==> src/conv_accel_params.svh <==
// Fixed 64x64 image with 12-bit addresses; weights are signed Q4.16, results truncated to 20 bits
`ifndef CONV_ACCEL_PARAMS_SVH
`define CONV_ACCEL_PARAMS_SVH

// ====================
// Geometry and widths
`define CONV_IMG_DIM     64
`define CONV_ADDR_W      12
`define CONV_DATA_W      20
`define CONV_PROD_W      40
`define CONV_ACC_W       44
`define CONV_TAPS        9
`define CONV_FRAC_SHIFT  15
`define CONV_BIAS_SHIFT  16

// ====================
// Kernel 0, taps row by row from the top-left neighbor
`define CONV_K0_W0   20'h0A89E
`define CONV_K0_W1   20'h092D5
`define CONV_K0_W2   20'h06D43
`define CONV_K0_W3   20'h01004
`define CONV_K0_W4   20'hF8F71
`define CONV_K0_W5   20'hF6E54
`define CONV_K0_W6   20'hFA6D7
`define CONV_K0_W7   20'hFC834
`define CONV_K0_W8   20'hFAC19
`define CONV_K0_BIAS 20'h01310

// Kernel 1
`define CONV_K1_W0   20'hFDB55
`define CONV_K1_W1   20'h02992
`define CONV_K1_W2   20'hFC994
`define CONV_K1_W3   20'h050FD
`define CONV_K1_W4   20'h02F20
`define CONV_K1_W5   20'h0202D
`define CONV_K1_W6   20'h03BD7
`define CONV_K1_W7   20'hFD369
`define CONV_K1_W8   20'h05E68
`define CONV_K1_BIAS 20'hF7295

`endif
==> src/conv_accel_pkg.sv <==
// Shared types of the convolution engine; all widths follow the macros in conv_accel_params.svh
`include "conv_accel_params.svh"

package conv_accel_pkg;

  // ====================
  // Data words
  typedef logic signed [`CONV_DATA_W-1:0] pixel_t;
  typedef logic [`CONV_ADDR_W-1:0] addr_t;
  // Products carry 32 fraction bits, the bias is aligned to match
  typedef logic signed [`CONV_ACC_W-1:0] acc_t;
  typedef logic [$clog2(`CONV_TAPS)-1:0] tap_idx_t;

  typedef enum logic [1:0] {
    IDLE,
    FETCH,
    DRAIN,
    DONE
  } scan_state_t;

  // ====================
  // Bundles between blocks

  // One tap of the 3x3 window
  typedef struct packed {
    tap_idx_t tap_idx;
    logic     pad;    // neighbor lies outside the image
    logic     first;
    logic     last;
    addr_t    addr;   // center pixel, not the fetch address
  } tap_t;

  // Weights of both kernels for one tap
  typedef struct packed {
    pixel_t k0;
    pixel_t k1;
  } coeff_t;

  // Finished window sums of one pixel
  typedef struct packed {
    logic  valid;
    addr_t addr;
    acc_t  sum0;
    acc_t  sum1;
  } sum_pair_t;

endpackage

==> src/conv_accel_top.sv <==
// Convolution engine top; one 64x64 pass per ready pulse, combinational image memory assumed
`timescale 1ns/1ps
`include "conv_accel_params.svh"

module conv_accel_top (
  input  logic                   clk,
  input  logic                   reset,
  input  logic                   ready,
  input  conv_accel_pkg::pixel_t idata,
  output logic                   busy,
  output conv_accel_pkg::addr_t  iaddr,
  output logic                   cwr,
  output logic [2:0]             csel,
  output conv_accel_pkg::addr_t  caddr_wr,
  output conv_accel_pkg::pixel_t cdata_wr
);

  conv_accel_pkg::tap_t      tap;
  logic                      tap_valid;
  conv_accel_pkg::coeff_t    coeff;
  conv_accel_pkg::pixel_t    bias0;
  conv_accel_pkg::pixel_t    bias1;
  conv_accel_pkg::sum_pair_t sums;
  logic                      last_written;

  // ====================
  // Address and tap generation
  conv_scan conv_scan_i (
    .clk          (clk),
    .reset        (reset),
    .ready        (ready),
    .last_written (last_written),
    .busy         (busy),
    .iaddr        (iaddr),
    .tap          (tap),
    .tap_valid    (tap_valid)
  );

  conv_coeff_bank conv_coeff_bank_i (
    .tap_idx (tap.tap_idx),
    .coeff   (coeff),
    .bias0   (bias0),
    .bias1   (bias1)
  );

  // ====================
  // Datapath
  conv_mac conv_mac_i (
    .clk       (clk),
    .reset     (reset),
    .tap       (tap),
    .tap_valid (tap_valid),
    .idata     (idata),
    .coeff     (coeff),
    .bias0     (bias0),
    .bias1     (bias1),
    .sums      (sums)
  );

  conv_writeback conv_writeback_i (
    .clk          (clk),
    .reset        (reset),
    .sums         (sums),
    .cwr          (cwr),
    .csel         (csel),
    .caddr_wr     (caddr_wr),
    .cdata_wr     (cdata_wr),
    .last_written (last_written)
  );

endmodule

==> src/conv_writeback.sv <==
// Writes kernel 0 then kernel 1 per pixel; valid pulses must be at least 2 cycles apart
`timescale 1ns/1ps
`include "conv_accel_params.svh"

module conv_writeback (
  input  logic                      clk,
  input  logic                      reset,
  input  conv_accel_pkg::sum_pair_t sums,
  output logic                      cwr,
  output logic [2:0]                csel,
  output conv_accel_pkg::addr_t     caddr_wr,
  output conv_accel_pkg::pixel_t    cdata_wr,
  output logic                      last_written
);

  localparam logic [2:0] CSEL_IDLE = 3'b000;
  localparam logic [2:0] CSEL_K0   = 3'b001;
  localparam logic [2:0] CSEL_K1   = 3'b010;
  localparam conv_accel_pkg::addr_t LAST_ADDR =
    conv_accel_pkg::addr_t'(`CONV_IMG_DIM * `CONV_IMG_DIM - 1);

  conv_accel_pkg::pixel_t relu0;
  conv_accel_pkg::pixel_t relu1;
  conv_accel_pkg::pixel_t k1_data_q;
  logic                   k1_pend_q;

  // Round half up at bit 15, drop to 20 bits; non-positive sums give 0
  function automatic conv_accel_pkg::pixel_t round_relu(input conv_accel_pkg::acc_t acc);
    logic [`CONV_ACC_W-`CONV_FRAC_SHIFT-1:0] rounded;
    rounded = acc[`CONV_ACC_W-1:`CONV_FRAC_SHIFT] + 1'b1;
    if (acc > 0) begin
      return rounded[`CONV_DATA_W:1];
    end
    return '0;
  endfunction

  assign relu0 = round_relu(sums.sum0);
  assign relu1 = round_relu(sums.sum1);

  // ====================
  // Write sequencer
  always_ff @(posedge clk or posedge reset) begin
    if (reset) begin
      cwr          <= 1'b0;
      csel         <= CSEL_IDLE;
      caddr_wr     <= '0;
      cdata_wr     <= '0;
      last_written <= 1'b0;
      k1_pend_q    <= 1'b0;
    end else begin
      last_written <= 1'b0;
      if (sums.valid) begin
        cwr       <= 1'b1;
        csel      <= CSEL_K0;
        caddr_wr  <= sums.addr;
        cdata_wr  <= relu0;
        k1_pend_q <= 1'b1;
      end else if (k1_pend_q) begin
        // Same address as the kernel-0 write
        cwr          <= 1'b1;
        csel         <= CSEL_K1;
        cdata_wr     <= k1_data_q;
        k1_pend_q    <= 1'b0;
        last_written <= (caddr_wr == LAST_ADDR);
      end else begin
        cwr  <= 1'b0;
        csel <= CSEL_IDLE;
      end
    end
  end

  always_ff @(posedge clk) begin
    if (sums.valid) begin
      k1_data_q <= relu1;
    end
  end

endmodule

==> src/conv_mac.sv <==
// Two-lane MAC; taps of one pixel must arrive back to back, first to last, with idata same-cycle
`timescale 1ns/1ps
`include "conv_accel_params.svh"

module conv_mac (
  input  logic                      clk,
  input  logic                      reset,
  input  conv_accel_pkg::tap_t      tap,
  input  logic                      tap_valid,
  input  conv_accel_pkg::pixel_t    idata,
  input  conv_accel_pkg::coeff_t    coeff,
  input  conv_accel_pkg::pixel_t    bias0,
  input  conv_accel_pkg::pixel_t    bias1,
  output conv_accel_pkg::sum_pair_t sums
);

  conv_accel_pkg::pixel_t          sample;
  logic                            p_vld_q;
  logic                            p_first_q;
  logic                            p_last_q;
  conv_accel_pkg::addr_t           p_addr_q;
  logic signed [`CONV_PROD_W-1:0]  prod0_q;
  logic signed [`CONV_PROD_W-1:0]  prod1_q;
  conv_accel_pkg::acc_t            bias0_ext;
  conv_accel_pkg::acc_t            bias1_ext;
  logic                            a_vld_q;
  conv_accel_pkg::addr_t           a_addr_q;
  conv_accel_pkg::acc_t            acc0_q;
  conv_accel_pkg::acc_t            acc1_q;
  logic                            s_vld_q;
  conv_accel_pkg::addr_t           s_addr_q;
  conv_accel_pkg::acc_t            s_sum0_q;
  conv_accel_pkg::acc_t            s_sum1_q;

  // Zero padding
  assign sample = tap.pad ? '0 : idata;

  assign bias0_ext = conv_accel_pkg::acc_t'(bias0) <<< `CONV_BIAS_SHIFT;
  assign bias1_ext = conv_accel_pkg::acc_t'(bias1) <<< `CONV_BIAS_SHIFT;

  // ====================
  // Stage 1, products
  always_ff @(posedge clk or posedge reset) begin
    if (reset) begin
      p_vld_q   <= 1'b0;
      p_first_q <= 1'b0;
      p_last_q  <= 1'b0;
    end else begin
      p_vld_q   <= tap_valid;
      p_first_q <= tap.first;
      p_last_q  <= tap.last;
    end
  end

  always_ff @(posedge clk) begin
    prod0_q  <= sample * coeff.k0;
    prod1_q  <= sample * coeff.k1;
    p_addr_q <= tap.addr;
  end

  // ====================
  // Stage 2, accumulate; restart on first tap, bias on last
  always_ff @(posedge clk or posedge reset) begin
    if (reset) begin
      a_vld_q <= 1'b0;
    end else begin
      a_vld_q <= p_vld_q && p_last_q;
    end
  end

  always_ff @(posedge clk) begin
    if (p_vld_q) begin
      acc0_q <= (p_first_q ? conv_accel_pkg::acc_t'(0) : acc0_q) +
                conv_accel_pkg::acc_t'(prod0_q) + (p_last_q ? bias0_ext : '0);
      acc1_q <= (p_first_q ? conv_accel_pkg::acc_t'(0) : acc1_q) +
                conv_accel_pkg::acc_t'(prod1_q) + (p_last_q ? bias1_ext : '0);
      if (p_last_q) begin
        a_addr_q <= p_addr_q;
      end
    end
  end

  // ====================
  // Stage 3, hold the finished pair while the next pixel accumulates
  always_ff @(posedge clk or posedge reset) begin
    if (reset) begin
      s_vld_q <= 1'b0;
    end else begin
      s_vld_q <= a_vld_q;
    end
  end

  always_ff @(posedge clk) begin
    if (a_vld_q) begin
      s_addr_q <= a_addr_q;
      s_sum0_q <= acc0_q;
      s_sum1_q <= acc1_q;
    end
  end

  assign sums = '{valid: s_vld_q, addr: s_addr_q, sum0: s_sum0_q, sum1: s_sum1_q};

  a_valid_pulse: assert property (@(posedge clk) disable iff (reset)
    sums.valid |=> !sums.valid);

endmodule

==> src/conv_coeff_bank.sv <==
// Constant weight table of both kernels; tap numbers 9 to 15 give zero weights
`timescale 1ns/1ps
`include "conv_accel_params.svh"

module conv_coeff_bank (
  input  conv_accel_pkg::tap_idx_t tap_idx,
  output conv_accel_pkg::coeff_t   coeff,
  output conv_accel_pkg::pixel_t   bias0,
  output conv_accel_pkg::pixel_t   bias1
);

  // ====================
  // Weight lookup
  always_comb begin
    case (tap_idx)
      4'd0: begin
        coeff = '{k0: `CONV_K0_W0, k1: `CONV_K1_W0};
      end
      4'd1: begin
        coeff = '{k0: `CONV_K0_W1, k1: `CONV_K1_W1};
      end
      4'd2: begin
        coeff = '{k0: `CONV_K0_W2, k1: `CONV_K1_W2};
      end
      4'd3: begin
        coeff = '{k0: `CONV_K0_W3, k1: `CONV_K1_W3};
      end
      // Center tap
      4'd4: begin
        coeff = '{k0: `CONV_K0_W4, k1: `CONV_K1_W4};
      end
      4'd5: begin
        coeff = '{k0: `CONV_K0_W5, k1: `CONV_K1_W5};
      end
      4'd6: begin
        coeff = '{k0: `CONV_K0_W6, k1: `CONV_K1_W6};
      end
      4'd7: begin
        coeff = '{k0: `CONV_K0_W7, k1: `CONV_K1_W7};
      end
      4'd8: begin
        coeff = '{k0: `CONV_K0_W8, k1: `CONV_K1_W8};
      end
      default: begin
        coeff = '0;
      end
    endcase
  end

  // Biases in the same Q4.16 format as the weights
  assign bias0 = `CONV_K0_BIAS;
  assign bias1 = `CONV_K1_BIAS;

endmodule

==> src/conv_scan.sv <==
// Walks a 64x64 image row-major, nine taps per pixel with no gaps; restarts only from IDLE or DONE
`timescale 1ns/1ps
`include "conv_accel_params.svh"

module conv_scan (
  input  logic                  clk,
  input  logic                  reset,
  input  logic                  ready,
  input  logic                  last_written,
  output logic                  busy,
  output conv_accel_pkg::addr_t iaddr,
  output conv_accel_pkg::tap_t  tap,
  output logic                  tap_valid
);

  localparam int POS_W    = `CONV_ADDR_W / 2;
  localparam int LAST_POS = `CONV_IMG_DIM - 1;
  localparam int K_DIM    = 3;
  localparam conv_accel_pkg::tap_idx_t LAST_TAP = conv_accel_pkg::tap_idx_t'(`CONV_TAPS - 1);

  conv_accel_pkg::scan_state_t state_q;
  logic [POS_W-1:0]            row_q;
  logic [POS_W-1:0]            col_q;
  conv_accel_pkg::tap_idx_t    idx_q;
  logic [POS_W-1:0]            nxt_row;
  logic [POS_W-1:0]            nxt_col;
  conv_accel_pkg::tap_idx_t    nxt_idx;
  logic [1:0]                  d_row;
  logic [1:0]                  d_col;
  logic [POS_W+1:0]            nb_row;
  logic [POS_W+1:0]            nb_col;
  conv_accel_pkg::tap_t        nxt_tap;
  conv_accel_pkg::addr_t       nxt_iaddr;
  logic                        fetch_done;
  logic                        start;
  logic                        load;
  logic [POS_W-1:0]            row_off;
  logic [POS_W-1:0]            col_off;

  assign fetch_done = (state_q == conv_accel_pkg::FETCH) && (idx_q == LAST_TAP) &&
                      (row_q == LAST_POS) && (col_q == LAST_POS);
  assign start = ((state_q == conv_accel_pkg::IDLE) || (state_q == conv_accel_pkg::DONE)) && ready;
  assign load  = start || ((state_q == conv_accel_pkg::FETCH) && !fetch_done);
  assign tap_valid = (state_q == conv_accel_pkg::FETCH);

  // Next tap position, pixel 0 tap 0 when starting
  always_comb begin
    nxt_row = '0;
    nxt_col = '0;
    nxt_idx = '0;
    if (state_q == conv_accel_pkg::FETCH) begin
      nxt_row = row_q;
      nxt_col = col_q;
      nxt_idx = idx_q + 1'b1;
      if (idx_q == LAST_TAP) begin
        nxt_idx = '0;
        nxt_col = col_q + 1'b1;
        if (col_q == LAST_POS) begin
          nxt_row = row_q + 1'b1;
        end
      end
    end
  end

  // Neighbor of the window; wraps above LAST_POS when off the edge
  always_comb begin
    d_row  = 2'(nxt_idx / K_DIM);
    d_col  = 2'(nxt_idx % K_DIM);
    nb_row = {2'b00, nxt_row} + {{POS_W{1'b0}}, d_row} - 1'b1;
    nb_col = {2'b00, nxt_col} + {{POS_W{1'b0}}, d_col} - 1'b1;
    nxt_tap.tap_idx = nxt_idx;
    nxt_tap.pad     = (nb_row > LAST_POS) || (nb_col > LAST_POS);
    nxt_tap.first   = (nxt_idx == '0);
    nxt_tap.last    = (nxt_idx == LAST_TAP);
    nxt_tap.addr    = {nxt_row, nxt_col};
    nxt_iaddr = nxt_tap.pad ? nxt_tap.addr : {nb_row[POS_W-1:0], nb_col[POS_W-1:0]};
  end

  // ====================
  // Control FSM
  always_ff @(posedge clk or posedge reset) begin
    if (reset) begin
      state_q <= conv_accel_pkg::IDLE;
      busy    <= 1'b0;
    end else begin
      case (state_q)
        conv_accel_pkg::IDLE,
        conv_accel_pkg::DONE: begin
          if (ready) begin
            state_q <= conv_accel_pkg::FETCH;
            busy    <= 1'b1;
          end else begin
            state_q <= conv_accel_pkg::IDLE;
          end
        end
        conv_accel_pkg::FETCH: begin
          if (fetch_done) begin
            state_q <= conv_accel_pkg::DRAIN;
          end
        end
        conv_accel_pkg::DRAIN: begin
          if (last_written) begin
            state_q <= conv_accel_pkg::DONE;
            busy    <= 1'b0;
          end
        end
        default: state_q <= conv_accel_pkg::IDLE;
      endcase
    end
  end

  always_ff @(posedge clk or posedge reset) begin
    if (reset) begin
      row_q <= '0;
      col_q <= '0;
      idx_q <= '0;
      tap   <= '0;
      iaddr <= '0;
    end else if (load) begin
      row_q <= nxt_row;
      col_q <= nxt_col;
      idx_q <= nxt_idx;
      tap   <= nxt_tap;
      iaddr <= nxt_iaddr;
    end
  end

  // Offsets of the fetch address from the center, biased by one
  assign row_off = iaddr[`CONV_ADDR_W-1:POS_W] - tap.addr[`CONV_ADDR_W-1:POS_W] + 1'b1;
  assign col_off = iaddr[POS_W-1:0] - tap.addr[POS_W-1:0] + 1'b1;

  a_tap_addr: assert property (@(posedge clk) disable iff (reset)
    tap_valid |-> (tap.pad ? (iaddr == tap.addr) : ((row_off <= 2) && (col_off <= 2))));

endmodule

==> config.mk <==
export PLATFORM = sky130hd
export DESIGN_NAME = conv_accel_top
export DESIGN_NICKNAME = d
export VERILOG_FILES = /design/src/conv_accel_pkg.sv /design/src/conv_accel_top.sv /design/src/conv_writeback.sv /design/src/conv_mac.sv /design/src/conv_coeff_bank.sv /design/src/conv_scan.sv
export VERILOG_INCLUDE_DIRS = /design/src
export SDC_FILE = /design/constraint.sdc
export NUM_CORES = 2
export LEC_CHECK = 0
export ABC_AREA = 1
export CAP_MARGIN = 20
export CORE_UTILIZATION = 40
export DETAILED_ROUTE_END_ITERATION = 10
export DONT_BUFFER_PORTS = 1
export PLACE_DENSITY_LB_ADDON = 0.08
export SYNTH_ARGS = -nofsm -noshare
export SYNTH_HDL_FRONTEND = slang
export SYNTH_SLANG_ARGS = --single-unit
==> constraint.sdc <==
create_clock -name clk -period 10.09 [get_ports clk]
set_input_delay 0.5045 -clock clk [delete_from_list [all_inputs] [get_ports clk]]
set_output_delay 0.5045 -clock clk [all_outputs]
set_load 0.02 [all_outputs]
==> summary.md <==
| Metric | Value |
|---|---|
| Final instance area | `53200 um2` |
| Synth-to-layout area growth | `7.35%` |
| Post-route minimum period | `9.59 ns` |
| Max-cap viol count | `0` |
| Overall Global Routing Usage | `0.241` |
| DRT Wirelength | `146000 um` |
| Setup TNS | `0 ns` |
| Slew Limit Fails | `0` |
| Worst-case clock buffer depth | `3` |
| Achievable clock frequency | `104 MHz` |
| Critical path type | `reg -> reg` |
| Cell repeated most along the worst path | `fa_1` |
| CP endpoint kind | `register` |
| ANT nets after route | `0` |
| Post-synth EDFFs | `220` |
| Vias in the first global route | `37386` |
| HPWL Detailed | `122000 um` |
| Num CTS Buffers | `46` |
| Die H | `354 um` |
| Clk_skew | `0.0522 ns` |
| Pre-Repair DR Iteration Count | `6` |
| Status | `complete, no violations` |
| Setup crit start kind | `register` |
| Clock transition at path regs | `0.07 ns` |
| Pwr/cell area | `293 nW/um2` |
| Switching power | `8.10 mW` |
| #FFs+latches synth | `387` |
| Unrepaired setup endpoints after global routing | `no` |
| Floorplan row count | `128` |
| Ranking of synthesized cells by area | `fa_1, edfxtp_1, ha_1` |
| First-pass GRT wire length | `229000 um` |
| Most instantiated cells after synthesis | `inv_1, nand2_1, fa_1` |
| Critical Path RT | `10.57 ns` |
| Hold crit path type | `in -> reg` |
| Post-synthesis sequential area ratio | `0.208` |
| CORE AREA | `122000 um2` |
| Gr ovfl total | `0` |
| CP max FO | `18` |
| DR iter-0 viols | `2727` |
| Internal power | `7.49 mW` |
| Layout cells sized above 1 | `0.0406` |
| Initial antenna violation count | `5` |
| Post-Syn Nets | `6724` |
| CTS tree | `yes` |
| Fin nets | `6716` |
| Setup violators final | `0` |
| Gate power share | `0.706` |
| Async set or reset register ratio after synthesis | `0.194` |
| Main flop type after synthesis | `edfxtp_1` |
| Max H-tree Level | `2` |
| Largest net degree at the start of global routing | `70` |
| Post-DR wirelength/cell | `20.6 um` |
| Max stage delay cell, worst path | `fa_1` |
| Worst Hold Slack | `0.115 ns` |
| Most numerous cell in the Yosys netlist | `inv_1` |
| Max_slew headroom | `0.276` |
| Design Power | `15.6 mW` |
| Clock Latency Late Sink | `0.62 ns` |
| Peak VDD IR | `0.300 mV` |
| Clock Power Share | `0.109` |
| # fillers | `12238` |
| Placed cell areas | `51600 um2` |
| Clock root buffer | `clkbuf_16` |
| Syn Area/Cell | `9.07 um2` |
| DR DRC count | `0` |
| Cell variety after synth | `67` |
| Ports | `72` |
| Final Hold Fails | `0` |
| Post-Synthesis Cell Area | `49500 um2` |
| Routability cong. | `0.902` |
| Ys Warns | `0` |
| Clock tree sinks | `387` |
| Die X | `354 um` |
| Crit path largest cell delay | `0.54 ns` |
| DR vias | `35649` |
| Crit path DAT | `10.07 ns` |
| Actual slew at the worst max-slew pin | `1.08 ns` |
| Vias per cell | `5.01` |
| Yosys top cell by area | `fa_1` |
| # port buffers | `0` |
| Die area | `125000 um2` |
| Flop2flop setup slack | `0.50 ns` |
| Initial core utilization | `0.405` |
| Part of the cycle the worst path needs | `0.951` |
| Mapped Cells | `5458` |
| Switch share | `0.520` |
| Antenna cells | `0` |
| Util after Layout | `0.435` |
| Flop pwr share | `0.185` |
| Share of the synthesized area in the top cell type | `0.348` |
| Lkg Pwr | `26.3 nW` |
cells by family (layout without fill, tap and decap cells):
kind of cell | count (synthesis) | after routing | share of synthesized area
buf+inv | 1295 | 1324 | 0.0993
flops | 387 | 387 | 0.208
simple gates | 1787 | 1787 | 0.150
compound gates | 540 | 540 | 0.0615
xor+xnor | 204 | 204 | 0.0361
other cells | 1 | 1 | 0.0000757
fa+ha+maj | 1243 | 1243 | 0.445
mux | 1 | 1 | 0.000227
power by group through the flow:
stage	Clock (mW)	Combinational (mW)	Sequential (mW)
floorplan	0	7.82	2.70
global placement	0	11.0	2.93
detailed placement	0	10.9	2.94
CTS	1.76	11.0	2.90
global route	1.81	12.4	2.93
finish	1.70	11.0	2.89
sequential cells by signal, summed over array words and instances, names as in the netlist, 20 cells and up:
| name | cells |
|---|---|
| conv_mac_i.acc1_q | 44 |
| conv_mac_i.s_sum0_q | 44 |
| conv_mac_i.s_sum1_q | 44 |
| conv_writeback_i.k1_data_q | 20 |
| conv_mac_i.prod1_q | 40 |
| conv_writeback_i.cdata_wr | 20 |
| conv_mac_i.acc0_q | 44 |
| conv_mac_i.prod0_q | 40 |
worst max-delay path: cells and delay by family, from the launching register on:
kind                     cells  cell delay [ns]
XOR/XNOR                     1             0.40
flip-flops                   1             0.48
buffers and inverters        7             1.27
AND/OR/NAND/NOR              5             1.42
AO/OA/AOI/OAI                7             1.80
adder cells (fa/ha/maj)      9             4.10
path summary, 6_finish.rpt:
| check | start | endpoint | cells after the start |
|---|---|---|---|
| hold / removal | ready | conv_scan_i.busy$_DFFE_PP0P_ | 2 |
| setup reg to reg | conv_scan_i.tap[15]$_DFFE_PP0P_ | conv_mac_i.prod1_q[27]$_DFF_P_ | 29 |
| setup / recovery | conv_scan_i.tap[15]$_DFFE_PP0P_ | conv_mac_i.prod1_q[27]$_DFF_P_ | 29 |
| min in group asynchronous | reset | conv_writeback_i.csel[0]$_DFF_PP0_ | 2 |
| max in group asynchronous | reset | conv_mac_i.a_vld_q$_DFF_PP0_ | 3 |
| hold reg to reg | conv_mac_i.p_addr_q[11]$_DFF_P_ | conv_mac_i.a_addr_q[11]$_DFFE_PP_ | 0 |
routing by layer:
metal | global-route usage | part of all wire
met1 | 0.352 | 0.47
met2 | 0.390 | 0.46
met3 | 0.0231 | 0.047
met4 | 0.0441 | 0.018
met5 | 0 | 0.000082
layout make-up:
cell class	count	area (um2)	area share
inverter	1165	4390	0.0826
timing repair buffer	74	556	0.0104
multi-input combinational	3776	34300	0.645
tap	1625	2030	0.0382
clock inverter	25	262	0.00492
sequential	387	10300	0.194
clock buffer	60	1290	0.0242
stage by stage:
stage / std cells / worst slack (ns)
5_1_grt: 7112 / 0.0885
2_1_floorplan: 5458 / 2.42
3_3_place_gp: 7022 / 0.534
4_1_cts: 7108 / 0.505
3_5_place_dp: 7022 / 0.517
6_report: 7112 / 0.497
placed cells by master (no fill, tap or decap), types with 22 or more instances in the layout:
cell / instances
a21oi_1: 229
a31oi_1: 44
buf_4: 72
clkbuf_16: 48
clkinv_1: 22
dfrtp_1: 71
dfxtp_1: 92
edfxtp_1: 220
fa_1: 862
ha_1: 381
inv_1: 1138
nand2_1: 891
nand3_1: 101
nand4_1: 36
nor2_1: 624
nor3_1: 39
nor4_1: 30
o21ai_0: 161
xnor2_1: 79
xor2_1: 125
what timing repair did:
action                                  in CTS  in global routing
resized for setup                            0                  2
setup buffers                                0                  3
hold buffers                                 1                  0
endpoints found under the setup margin       0                  2
endpoints found under the hold margin       23                  0
Power figures use the tool's default switching activity.
